**src/include/pwm_settings.svh**
```systemverilog
// PWM counter resolution, register address width and register map
`ifndef PWM_SETTINGS_SVH
`define PWM_SETTINGS_SVH

// Width of counters, thresholds and register data
`define PWM_RES 16

// Register address width
`define PWM_ADDR_W 3

// Register map
`define PWM_REG_MODE     3'd0
`define PWM_REG_PERIOD   3'd1
`define PWM_REG_PRESCALE 3'd2
`define PWM_REG_THRESH   3'd3
`define PWM_REG_BOUND_A  3'd4
`define PWM_REG_BOUND_B  3'd5
`define PWM_REG_INC      3'd6

`endif
```
**src/pwm_pkg.sv**
```systemverilog
// PWM mode enum, configuration structs and register write bus type
`include "pwm_settings.svh"

package pwm_pkg;

  // Operating mode, written through the mode register
  typedef enum logic [1:0] {
    PWM_OFF = 2'd0,
    PWM_STD = 2'd1,
    PWM_HB  = 2'd2
  } pwm_mode_e;

  // Standard mode configuration, also drives the period timer
  typedef struct packed {
    logic [`PWM_RES-1:0] period;
    logic [`PWM_RES-1:0] prescale;
    logic [`PWM_RES-1:0] threshold;
  } pwm_std_cfg_t;

  // Heartbeat ramp configuration
  // Bounds may come in either order
  typedef struct packed {
    logic [`PWM_RES-1:0] bound_a;
    logic [`PWM_RES-1:0] bound_b;
    logic [`PWM_RES-1:0] increment;
  } pwm_hb_cfg_t;

  // Single-cycle register write strobe
  typedef struct packed {
    logic                  en;
    logic [`PWM_ADDR_W-1:0] addr;
    logic [`PWM_RES-1:0]    data;
  } pwm_wr_t;

endpackage

```
**src/pwm_unit.sv**
```systemverilog
// PWM generator top level with control, shadow registers, timer and ramp
`timescale 1ns/1ps
`include "pwm_settings.svh"

module pwm_unit
  import pwm_pkg::*;
(
  input  logic    clk_i,
  input  logic    rst_ni,
  input  pwm_wr_t wr,
  output logic    pwm_o,
  output logic    period_o
);

  pwm_std_cfg_t        std_stage;
  pwm_std_cfg_t        std_active;
  pwm_hb_cfg_t         hb_stage;
  pwm_hb_cfg_t         hb_active;
  logic                load;
  logic                run;
  logic                ramp_step;
  logic                period_end;
  logic [`PWM_RES-1:0] count;
  logic [`PWM_RES-1:0] level;

  pwm_ctrl u_ctrl (
    .clk_i      (clk_i),
    .rst_ni     (rst_ni),
    .wr         (wr),
    .count      (count),
    .period_end (period_end),
    .std_active (std_active),
    .level      (level),
    .std_stage  (std_stage),
    .hb_stage   (hb_stage),
    .load       (load),
    .run        (run),
    .ramp_step  (ramp_step),
    .pwm_o      (pwm_o),
    .period_o   (period_o)
  );

  pwm_shadow_reg #(.T(pwm_std_cfg_t)) u_std_shadow (
    .clk_i  (clk_i),
    .rst_ni (rst_ni),
    .load   (load),
    .d      (std_stage),
    .q      (std_active)
  );

  pwm_shadow_reg #(.T(pwm_hb_cfg_t)) u_hb_shadow (
    .clk_i  (clk_i),
    .rst_ni (rst_ni),
    .load   (load),
    .d      (hb_stage),
    .q      (hb_active)
  );

  pwm_period_timer u_timer (
    .clk_i      (clk_i),
    .rst_ni     (rst_ni),
    .run        (run),
    .cfg        (std_active),
    .count      (count),
    .period_end (period_end)
  );

  pwm_heartbeat_ramp u_ramp (
    .clk_i     (clk_i),
    .rst_ni    (rst_ni),
    .run       (run),
    .cfg       (hb_active),
    .ramp_step (ramp_step),
    .level     (level)
  );

endmodule

```
**src/pwm_ctrl.sv**
```systemverilog
// PWM register decode, mode control, shadow-load timing and output stage
`timescale 1ns/1ps
`include "pwm_settings.svh"

module pwm_ctrl
  import pwm_pkg::*;
(
  input  logic                clk_i,
  input  logic                rst_ni,
  input  pwm_wr_t             wr,
  input  logic [`PWM_RES-1:0] count,
  input  logic                period_end,
  input  pwm_std_cfg_t        std_active,
  input  logic [`PWM_RES-1:0] level,
  output pwm_std_cfg_t        std_stage,
  output pwm_hb_cfg_t         hb_stage,
  output logic                load,
  output logic                run,
  output logic                ramp_step,
  output logic                pwm_o,
  output logic                period_o
);

  pwm_mode_e           mode_q;
  logic [`PWM_RES-1:0] thresh;

  // Register writes land in the staging structs
  always_ff @(posedge clk_i) begin
    if (!rst_ni) begin
      mode_q    <= PWM_OFF;
      std_stage <= '0;
      hb_stage  <= '0;
    end else if (wr.en) begin
      case (wr.addr)
        `PWM_REG_MODE: begin
          // Encoding 3 is not a mode
          if (wr.data[1:0] != 2'd3) begin
            mode_q <= pwm_mode_e'(wr.data[1:0]);
          end
        end
        `PWM_REG_PERIOD:   std_stage.period    <= wr.data;
        `PWM_REG_PRESCALE: std_stage.prescale  <= wr.data;
        `PWM_REG_THRESH:   std_stage.threshold <= wr.data;
        `PWM_REG_BOUND_A:  hb_stage.bound_a    <= wr.data;
        `PWM_REG_BOUND_B:  hb_stage.bound_b    <= wr.data;
        `PWM_REG_INC:      hb_stage.increment  <= wr.data;
        default: ;
      endcase
    end
  end

  assign run       = (mode_q != PWM_OFF);
  // Shadows follow staging freely while stopped
  assign load      = period_end || (mode_q == PWM_OFF);
  assign ramp_step = period_end && (mode_q == PWM_HB);

  // Active duty threshold
  assign thresh = (mode_q == PWM_HB) ? level : std_active.threshold;

  // Output stage, one cycle behind count
  always_ff @(posedge clk_i) begin
    if (!rst_ni) begin
      pwm_o    <= 1'b0;
      period_o <= 1'b0;
    end else begin
      pwm_o    <= run && (count < thresh);
      period_o <= period_end;
    end
  end

endmodule

```
**src/pwm_heartbeat_ramp.sv**
```systemverilog
// Heartbeat duty-level generator bouncing between two sorted bounds
`timescale 1ns/1ps
`include "pwm_settings.svh"

module pwm_heartbeat_ramp
  import pwm_pkg::*;
(
  input  logic                clk_i,
  input  logic                rst_ni,
  input  logic                run,
  input  pwm_hb_cfg_t         cfg,
  input  logic                ramp_step,
  output logic [`PWM_RES-1:0] level
);

  logic [`PWM_RES-1:0] lo;
  logic [`PWM_RES-1:0] hi;
  logic [`PWM_RES-1:0] lo_q;
  logic [`PWM_RES-1:0] hi_q;
  logic [`PWM_RES-1:0] level_q;
  logic [`PWM_RES:0]   level_up;
  logic [`PWM_RES:0]   lo_plus_inc;
  logic                dir_down_q;
  logic                run_q;
  logic                restart_q;
  logic                bounds_changed;

  // Sort the bounds
  assign lo = (cfg.bound_a <= cfg.bound_b) ? cfg.bound_a : cfg.bound_b;
  assign hi = (cfg.bound_a >  cfg.bound_b) ? cfg.bound_a : cfg.bound_b;

  // One extra bit so the turn test cannot wrap
  assign level_up    = {1'b0, level_q} + {1'b0, cfg.increment};
  assign lo_plus_inc = {1'b0, lo} + {1'b0, cfg.increment};

  assign bounds_changed = (lo != lo_q) || (hi != hi_q);

  // Registered bounds, compared against the live ones
  always_ff @(posedge clk_i) begin
    if (!rst_ni) begin
      lo_q  <= '0;
      hi_q  <= '0;
      run_q <= 1'b0;
    end else begin
      lo_q  <= lo;
      hi_q  <= hi;
      run_q <= run;
    end
  end

  always_ff @(posedge clk_i) begin
    if (!rst_ni) begin
      level_q    <= '0;
      dir_down_q <= 1'b0;
      restart_q  <= 1'b0;
    end else if (!run || !run_q) begin
      // Idle or first running cycle, start at lo going up
      level_q    <= lo;
      dir_down_q <= 1'b0;
      restart_q  <= 1'b0;
    end else if (ramp_step) begin
      restart_q <= 1'b0;
      if (restart_q) begin
        level_q    <= lo;
        dir_down_q <= 1'b0;
      end else if (!dir_down_q && (level_up > {1'b0, hi})) begin
        // Turn at the upper bound
        level_q    <= level_q - cfg.increment;
        dir_down_q <= 1'b1;
      end else if (dir_down_q && ({1'b0, level_q} < lo_plus_inc)) begin
        // Turn at the lower bound
        level_q    <= level_q + cfg.increment;
        dir_down_q <= 1'b0;
      end else if (dir_down_q) begin
        level_q <= level_q - cfg.increment;
      end else begin
        level_q <= level_up[`PWM_RES-1:0];
      end
    end else if (bounds_changed) begin
      // New bounds arrive mid-ramp, restart on the next step
      restart_q <= 1'b1;
    end
  end

  assign level = level_q;

endmodule

```
**src/pwm_period_timer.sv**
```systemverilog
// Prescaled PWM period counter with period-end pulse
`timescale 1ns/1ps
`include "pwm_settings.svh"

module pwm_period_timer
  import pwm_pkg::*;
(
  input  logic                clk_i,
  input  logic                rst_ni,
  input  logic                run,
  input  pwm_std_cfg_t        cfg,
  output logic [`PWM_RES-1:0] count,
  output logic                period_end
);

  logic [`PWM_RES-1:0] presc_q;
  logic [`PWM_RES-1:0] count_q;
  logic                presc_wrap;
  logic                count_wrap;

  // Each count value lasts prescale+1 cycles
  assign presc_wrap = (presc_q == cfg.prescale);
  assign count_wrap = (count_q == cfg.period);

  // Last cycle of the last count value
  assign period_end = run && presc_wrap && count_wrap;

  always_ff @(posedge clk_i) begin
    if (!rst_ni) begin
      presc_q <= '0;
      count_q <= '0;
    end else if (!run) begin
      // Idle, next period starts from zero
      presc_q <= '0;
      count_q <= '0;
    end else if (presc_wrap) begin
      presc_q <= '0;
      if (count_wrap) begin
        count_q <= '0;
      end else begin
        count_q <= count_q + 1'b1;
      end
    end else begin
      presc_q <= presc_q + 1'b1;
    end
  end

  assign count = count_q;

endmodule

```
**src/pwm_shadow_reg.sv**
```systemverilog
// Type-parameterized shadow register loaded by a strobe
`timescale 1ns/1ps

module pwm_shadow_reg #(
  parameter type T = logic
) (
  input  logic clk_i,
  input  logic rst_ni,
  input  logic load,
  input  T     d,
  output T     q
);

  // Active copy seen by the datapath
  T q_r;

  always_ff @(posedge clk_i) begin
    if (!rst_ni) begin
      q_r <= '0;
    end else if (load) begin
      // Whole payload moves in one edge
      q_r <= d;
    end
  end

  assign q = q_r;

endmodule

```
**config.mk**
```make
export PLATFORM = sky130hd
export DESIGN_NAME = pwm_unit
export DESIGN_NICKNAME = d
export VERILOG_FILES = /design/src/pwm_pkg.sv /design/src/pwm_unit.sv /design/src/pwm_ctrl.sv /design/src/pwm_heartbeat_ramp.sv /design/src/pwm_period_timer.sv /design/src/pwm_shadow_reg.sv
export VERILOG_INCLUDE_DIRS = /design/src /design/src/include
export SDC_FILE = /design/constraint.sdc
export NUM_CORES = 1
export LEC_CHECK = 0
export BUFFER_PORTS_ARGS = -buffer_cell sky130_fd_sc_hd__buf_2
export CORE_MARGIN = 3
export CORE_UTILIZATION = 45
export CTS_BUF_LIST = sky130_fd_sc_hd__clkbuf_4 sky130_fd_sc_hd__clkbuf_8
export DETAILED_ROUTE_END_ITERATION = 10
export PLACE_DENSITY = 0.69
export SYNTH_ARGS = -nofsm -noshare
export SYNTH_HDL_FRONTEND = slang
export SYNTH_HIERARCHICAL = 1
export SYNTH_SLANG_ARGS = --single-unit
export TNS_END_PERCENT = 5
```
**constraint.sdc**
```tcl
create_clock -name clk_i -period 8.65 [get_ports clk_i]
set_input_delay 0.865 -clock clk_i [delete_from_list [all_inputs] [get_ports clk_i]]
set_output_delay 0.865 -clock clk_i [all_outputs]
set_load 0.02 [all_outputs]
```
==> results.py <==
metrics = {
    "final_layout": {
        "nNetsFinal": 1913,
        "fillers": 3289,
        "multiInputGateArea_sq_um": 9420,
        "seq_area_sq_um": 5590,
        "fin_cells": 2260,
        "layout-drive-gt1-share": 0.0844,
        "final_core_utilization": 0.503,
        "num_antenna_cells": 0,
        "stdcell_area_sq_um": 17100,
        "area_growth_pct": 8.73,
    },
    "setup_path": {
        "critPathTopFamily": "compound AO/OA/AOI/OAI gates",
        "startpoint": "u_hb_shadow/q[29]",
        "worstPathRequired_ns": 9.11,
        "critical_path_buf_inv_count": 2,
        "worstPathMaxFanout": 18,
        "worstSetupPathType": "reg2reg",
        "slowest_delay_ns": 0.65,
        "cp_slowest_cell": "or4b_2",
        "worstPathArrival_ns": 7.96,
        "cp-start-kind": "flop",
        "cp_common_cell": "ha_1",
        "reg2reg_from": "u_hb_shadow/q[29]",
        "cp-end-kind": "flop",
        "r2r_slack_ns": 1.15,
    },
    "global_route": {
        "antenna_found_initial": 1,
        "first_global_vias": 12100,
        "grt_util_all_layers": 0.229,
        "grt_max_degree": 98,
        "grt_pass1_wl_um": 67000,
        "overflow": 0,
    },
    "synth": {
        "netlist_instances": 1771,
        "synth_edf_count": 0,
        "synth.top_cells.by_area": "dfxtp_1 35%, mux2i_1 9.1%, ha_1 8.8%",
        "ys.flop_type": "dfxtp_1",
        "synth_xor_area_frac": 0.0655,
        "synth_seq_cells": 279,
        "synth-async-reset-ratio": 0,
        "syn-cell-area_sq_um": 15800,
        "synth_most_common_cell": "dfxtp_1",
        "muxShareOfSynthArea": 0.0996,
        "synth.distinct_cells": 81,
        "synthSimpleGateAreaFrac": 0.193,
        "synth_fp_nets": 1907,
        "synth_common_cells": "279 x dfxtp_1, 247 x nand2_1, 143 x mux2i_1",
        "yosysWarnings": 6,
        "synth_compound_area_frac": 0.147,
        "synth_top_cell_by_area": "dfxtp_1",
        "synthAdderAreaFrac": 0.0919,
        "yosysSeqAreaShare": 0.354,
        "synth_top_area_share": 0.354,
        "avgSynthCellArea_sq_um": 8.90,
        "synth_top_family_by_area": "simple AND/OR/NAND/NOR gates",
    },
    "min_path": {
        "hold_path_startpoint": "u_ctrl/std_stage[42]",
        "hold_class": "reg2reg",
    },
    "placement": {
        "place.port_buffers": 23,
        "dpl_cell_area_sq_um": 16100,
        "place.gp.congestion": 0.911,
        "hpwl_um": 31600,
        "dp.cells": 2175,
    },
    "sta": {
        "post-route-min-period_ns": 7.50,
        "final-setup-viol-count": 0,
        "final-max-slew-violation-count": 0,
        "fin_skew_ns": 0.0341,
        "rsz0062_at_grt": "no",
        "worst_pin_slew_ns": 1.25,
        "hold_violations": 0,
        "holdWs_ns": 0.451,
        "fmax_mhz": 133,
        "setup_tns_ns": 0,
        "final.period_utilization": 0.867,
        "slew_headroom": 0.164,
    },
    "clock_tree": {
        "clock_path_buffers": 3,
        "clk_latency_ns": 0.60,
        "cts-buffers-inserted": 48,
        "numClockSinks": 279,
        "cts.hold.buffers_added": 0,
        "path_clk_slew_ns": 0.06,
        "cts_resized": 0,
        "post_cts_buffers": 0,
        "cts_tree": "yes",
        "cts_root_buf": "clkbuf_8",
        "htree_levels": 2,
    },
    "run_status": {
        "outcome": "completed",
    },
    "pwr": {
        "ir_drop_v": 0.000115,
        "powerDensity_nw_per_um2": 171,
        "p_leak_nw": 7.38,
    },
    "detailed_routing": {
        "vias": 12600,
        "wl_per_cell_um": 19.1,
        "wl_um": 43200,
        "drt-initial-drc-count": 892,
        "dr.pass1.iters": 5,
        "via_per_inst": 5.57,
        "ant_nets": 0,
        "drc": 0,
    },
    "die": {
        "core-area_sq_um": 34000,
        "num_rows": 67,
        "io_pins": 24,
        "die_h_um": 193,
        "die_area_sq_um": 37300,
        "start_util": 0.463,
        "die_x_um": 193,
    },
    "job": {
        "maxCapViolCount": 0,
    },
}
[per-layer routing]
| metal | up-vias | part of all wire | track usage |
|---|---|---|---|
| met5 | - | 0.00030 | 0 |
| met4 | 2 | 0.031 | 0.0740 |
| met3 | 91 | 0.060 | 0.0392 |
| met2 | 391 | 0.45 | 0.366 |
| met1 | 5971 | 0.46 | 0.317 |
| li1 | 6126 | - | - |
[report_power, final]
| part | switching (mW) | leakage (nW) | internal [mW] |
|---|---|---|---|
| Combinational | 0.177 | 4.56 | 0.127 |
| Sequential | 0.0163 | 2.25 | 1.30 |
| Clock | 0.554 | 0.572 | 0.759 |
| Total | 0.747 | 7.38 | 2.19 |
[cell usage in the layout (no fill, tap or decap), drive strengths merged, types with 4 or more instances in the layout]
cell type  instances
mux2              10
inv               83
a211o              5
and4               4
clkinv             4
o21a               6
nor2              79
or4                4
or3                9
nand2            247
o21ai             58
nand4             25
a21boi            98
xor2              57
a21oi             65
a22o               8
nor4              11
a21o               8
dfxtp            279
a22oi              7
xnor2             60
and3              11
buf               32
clkbuf            79
or2                5
a2111oi            4
nor3              18
ha               111
o22ai              9
mux2i            144
a31oi              7
o31ai              8
nand3             26
o211ai             8
nand2b            19
nor2b            135
and2              16
a211oi             4
[cells by family (layout without fill, tap and decap cells)]
group           after synthesis  after routing
fa+ha+maj                   114            114
compound gates              333            333
flops                       279            279
buf+inv                     158            199
mux                         154            154
xor+xnor                    117            117
simple gates                616            616
[path summary, 6_finish.rpt]
| path | to | cells after the start |
|---|---|---|
| min | u_ctrl/std_stage[42] | 2 |
| max | u_ramp/level[14] | 27 |
| min reg2reg | u_ctrl/std_stage[42] | 2 |
| max reg2reg | u_ramp/level[14] | 27 |
[through the flow]
step,power (mW),setup slack [ns]
2_1_floorplan,1.58,2.23
3_3_place_gp,1.64,1.35
3_5_place_dp,1.65,1.29
4_1_cts,2.96,1.21
5_1_grt,3.05,0.659
6_report,2.94,1.15
[worst register-to-register path: stages (launching register included)]
cell,delay [ns]
dfxtp_1,0.43
inv_1,0.08
ha_1,0.31
a21oi_1,0.14
o21ai_1,0.13
a2111oi_2,0.51
a31oi_4,0.36
mux2i_1,0.60
inv_1,0.12
ha_1,0.30
a21o_1,0.18
a21oi_1,0.22
nor2b_1,0.07
o21a_1,0.18
o22ai_1,0.25
o31ai_1,0.18
a41oi_1,0.38
nor3b_1,0.10
a311oi_1,0.28
ha_1,0.16
o21a_1,0.11
nor2_1,0.04
or4b_2,0.65
nor2_1,0.12
a31oi_1,0.17
o22ai_4,0.58
mux2_1,0.40
a221o_1,0.34
[state kept, by name, summed over array words and instances, names as in the netlist]
name / cells
u_ctrl/hb_stage: 48
u_ctrl/mode_q: 2
u_ctrl/period_o: 1
u_ctrl/pwm_o: 1
u_ctrl/std_stage: 48
u_hb_shadow/q: 48
u_ramp/dir_down_q: 1
u_ramp/hi_q: 16
u_ramp/level: 16
u_ramp/lo_q: 16
u_ramp/restart_q: 1
u_ramp/run_q: 1
u_std_shadow/q: 48
u_timer/count: 16
u_timer/presc_q: 16
[final cells by class]
type | count | area share
repair buffers | 32 | 0.0108
clock inverters | 6 | 0.00518
multi-input cells | 1334 | 0.549
inverters | 82 | 0.0180
flip-flops and latches | 279 | 0.326
well taps | 448 | 0.0327
clock buffers | 79 | 0.0580
No activity file was read; power rests on OpenSTA's default activity.
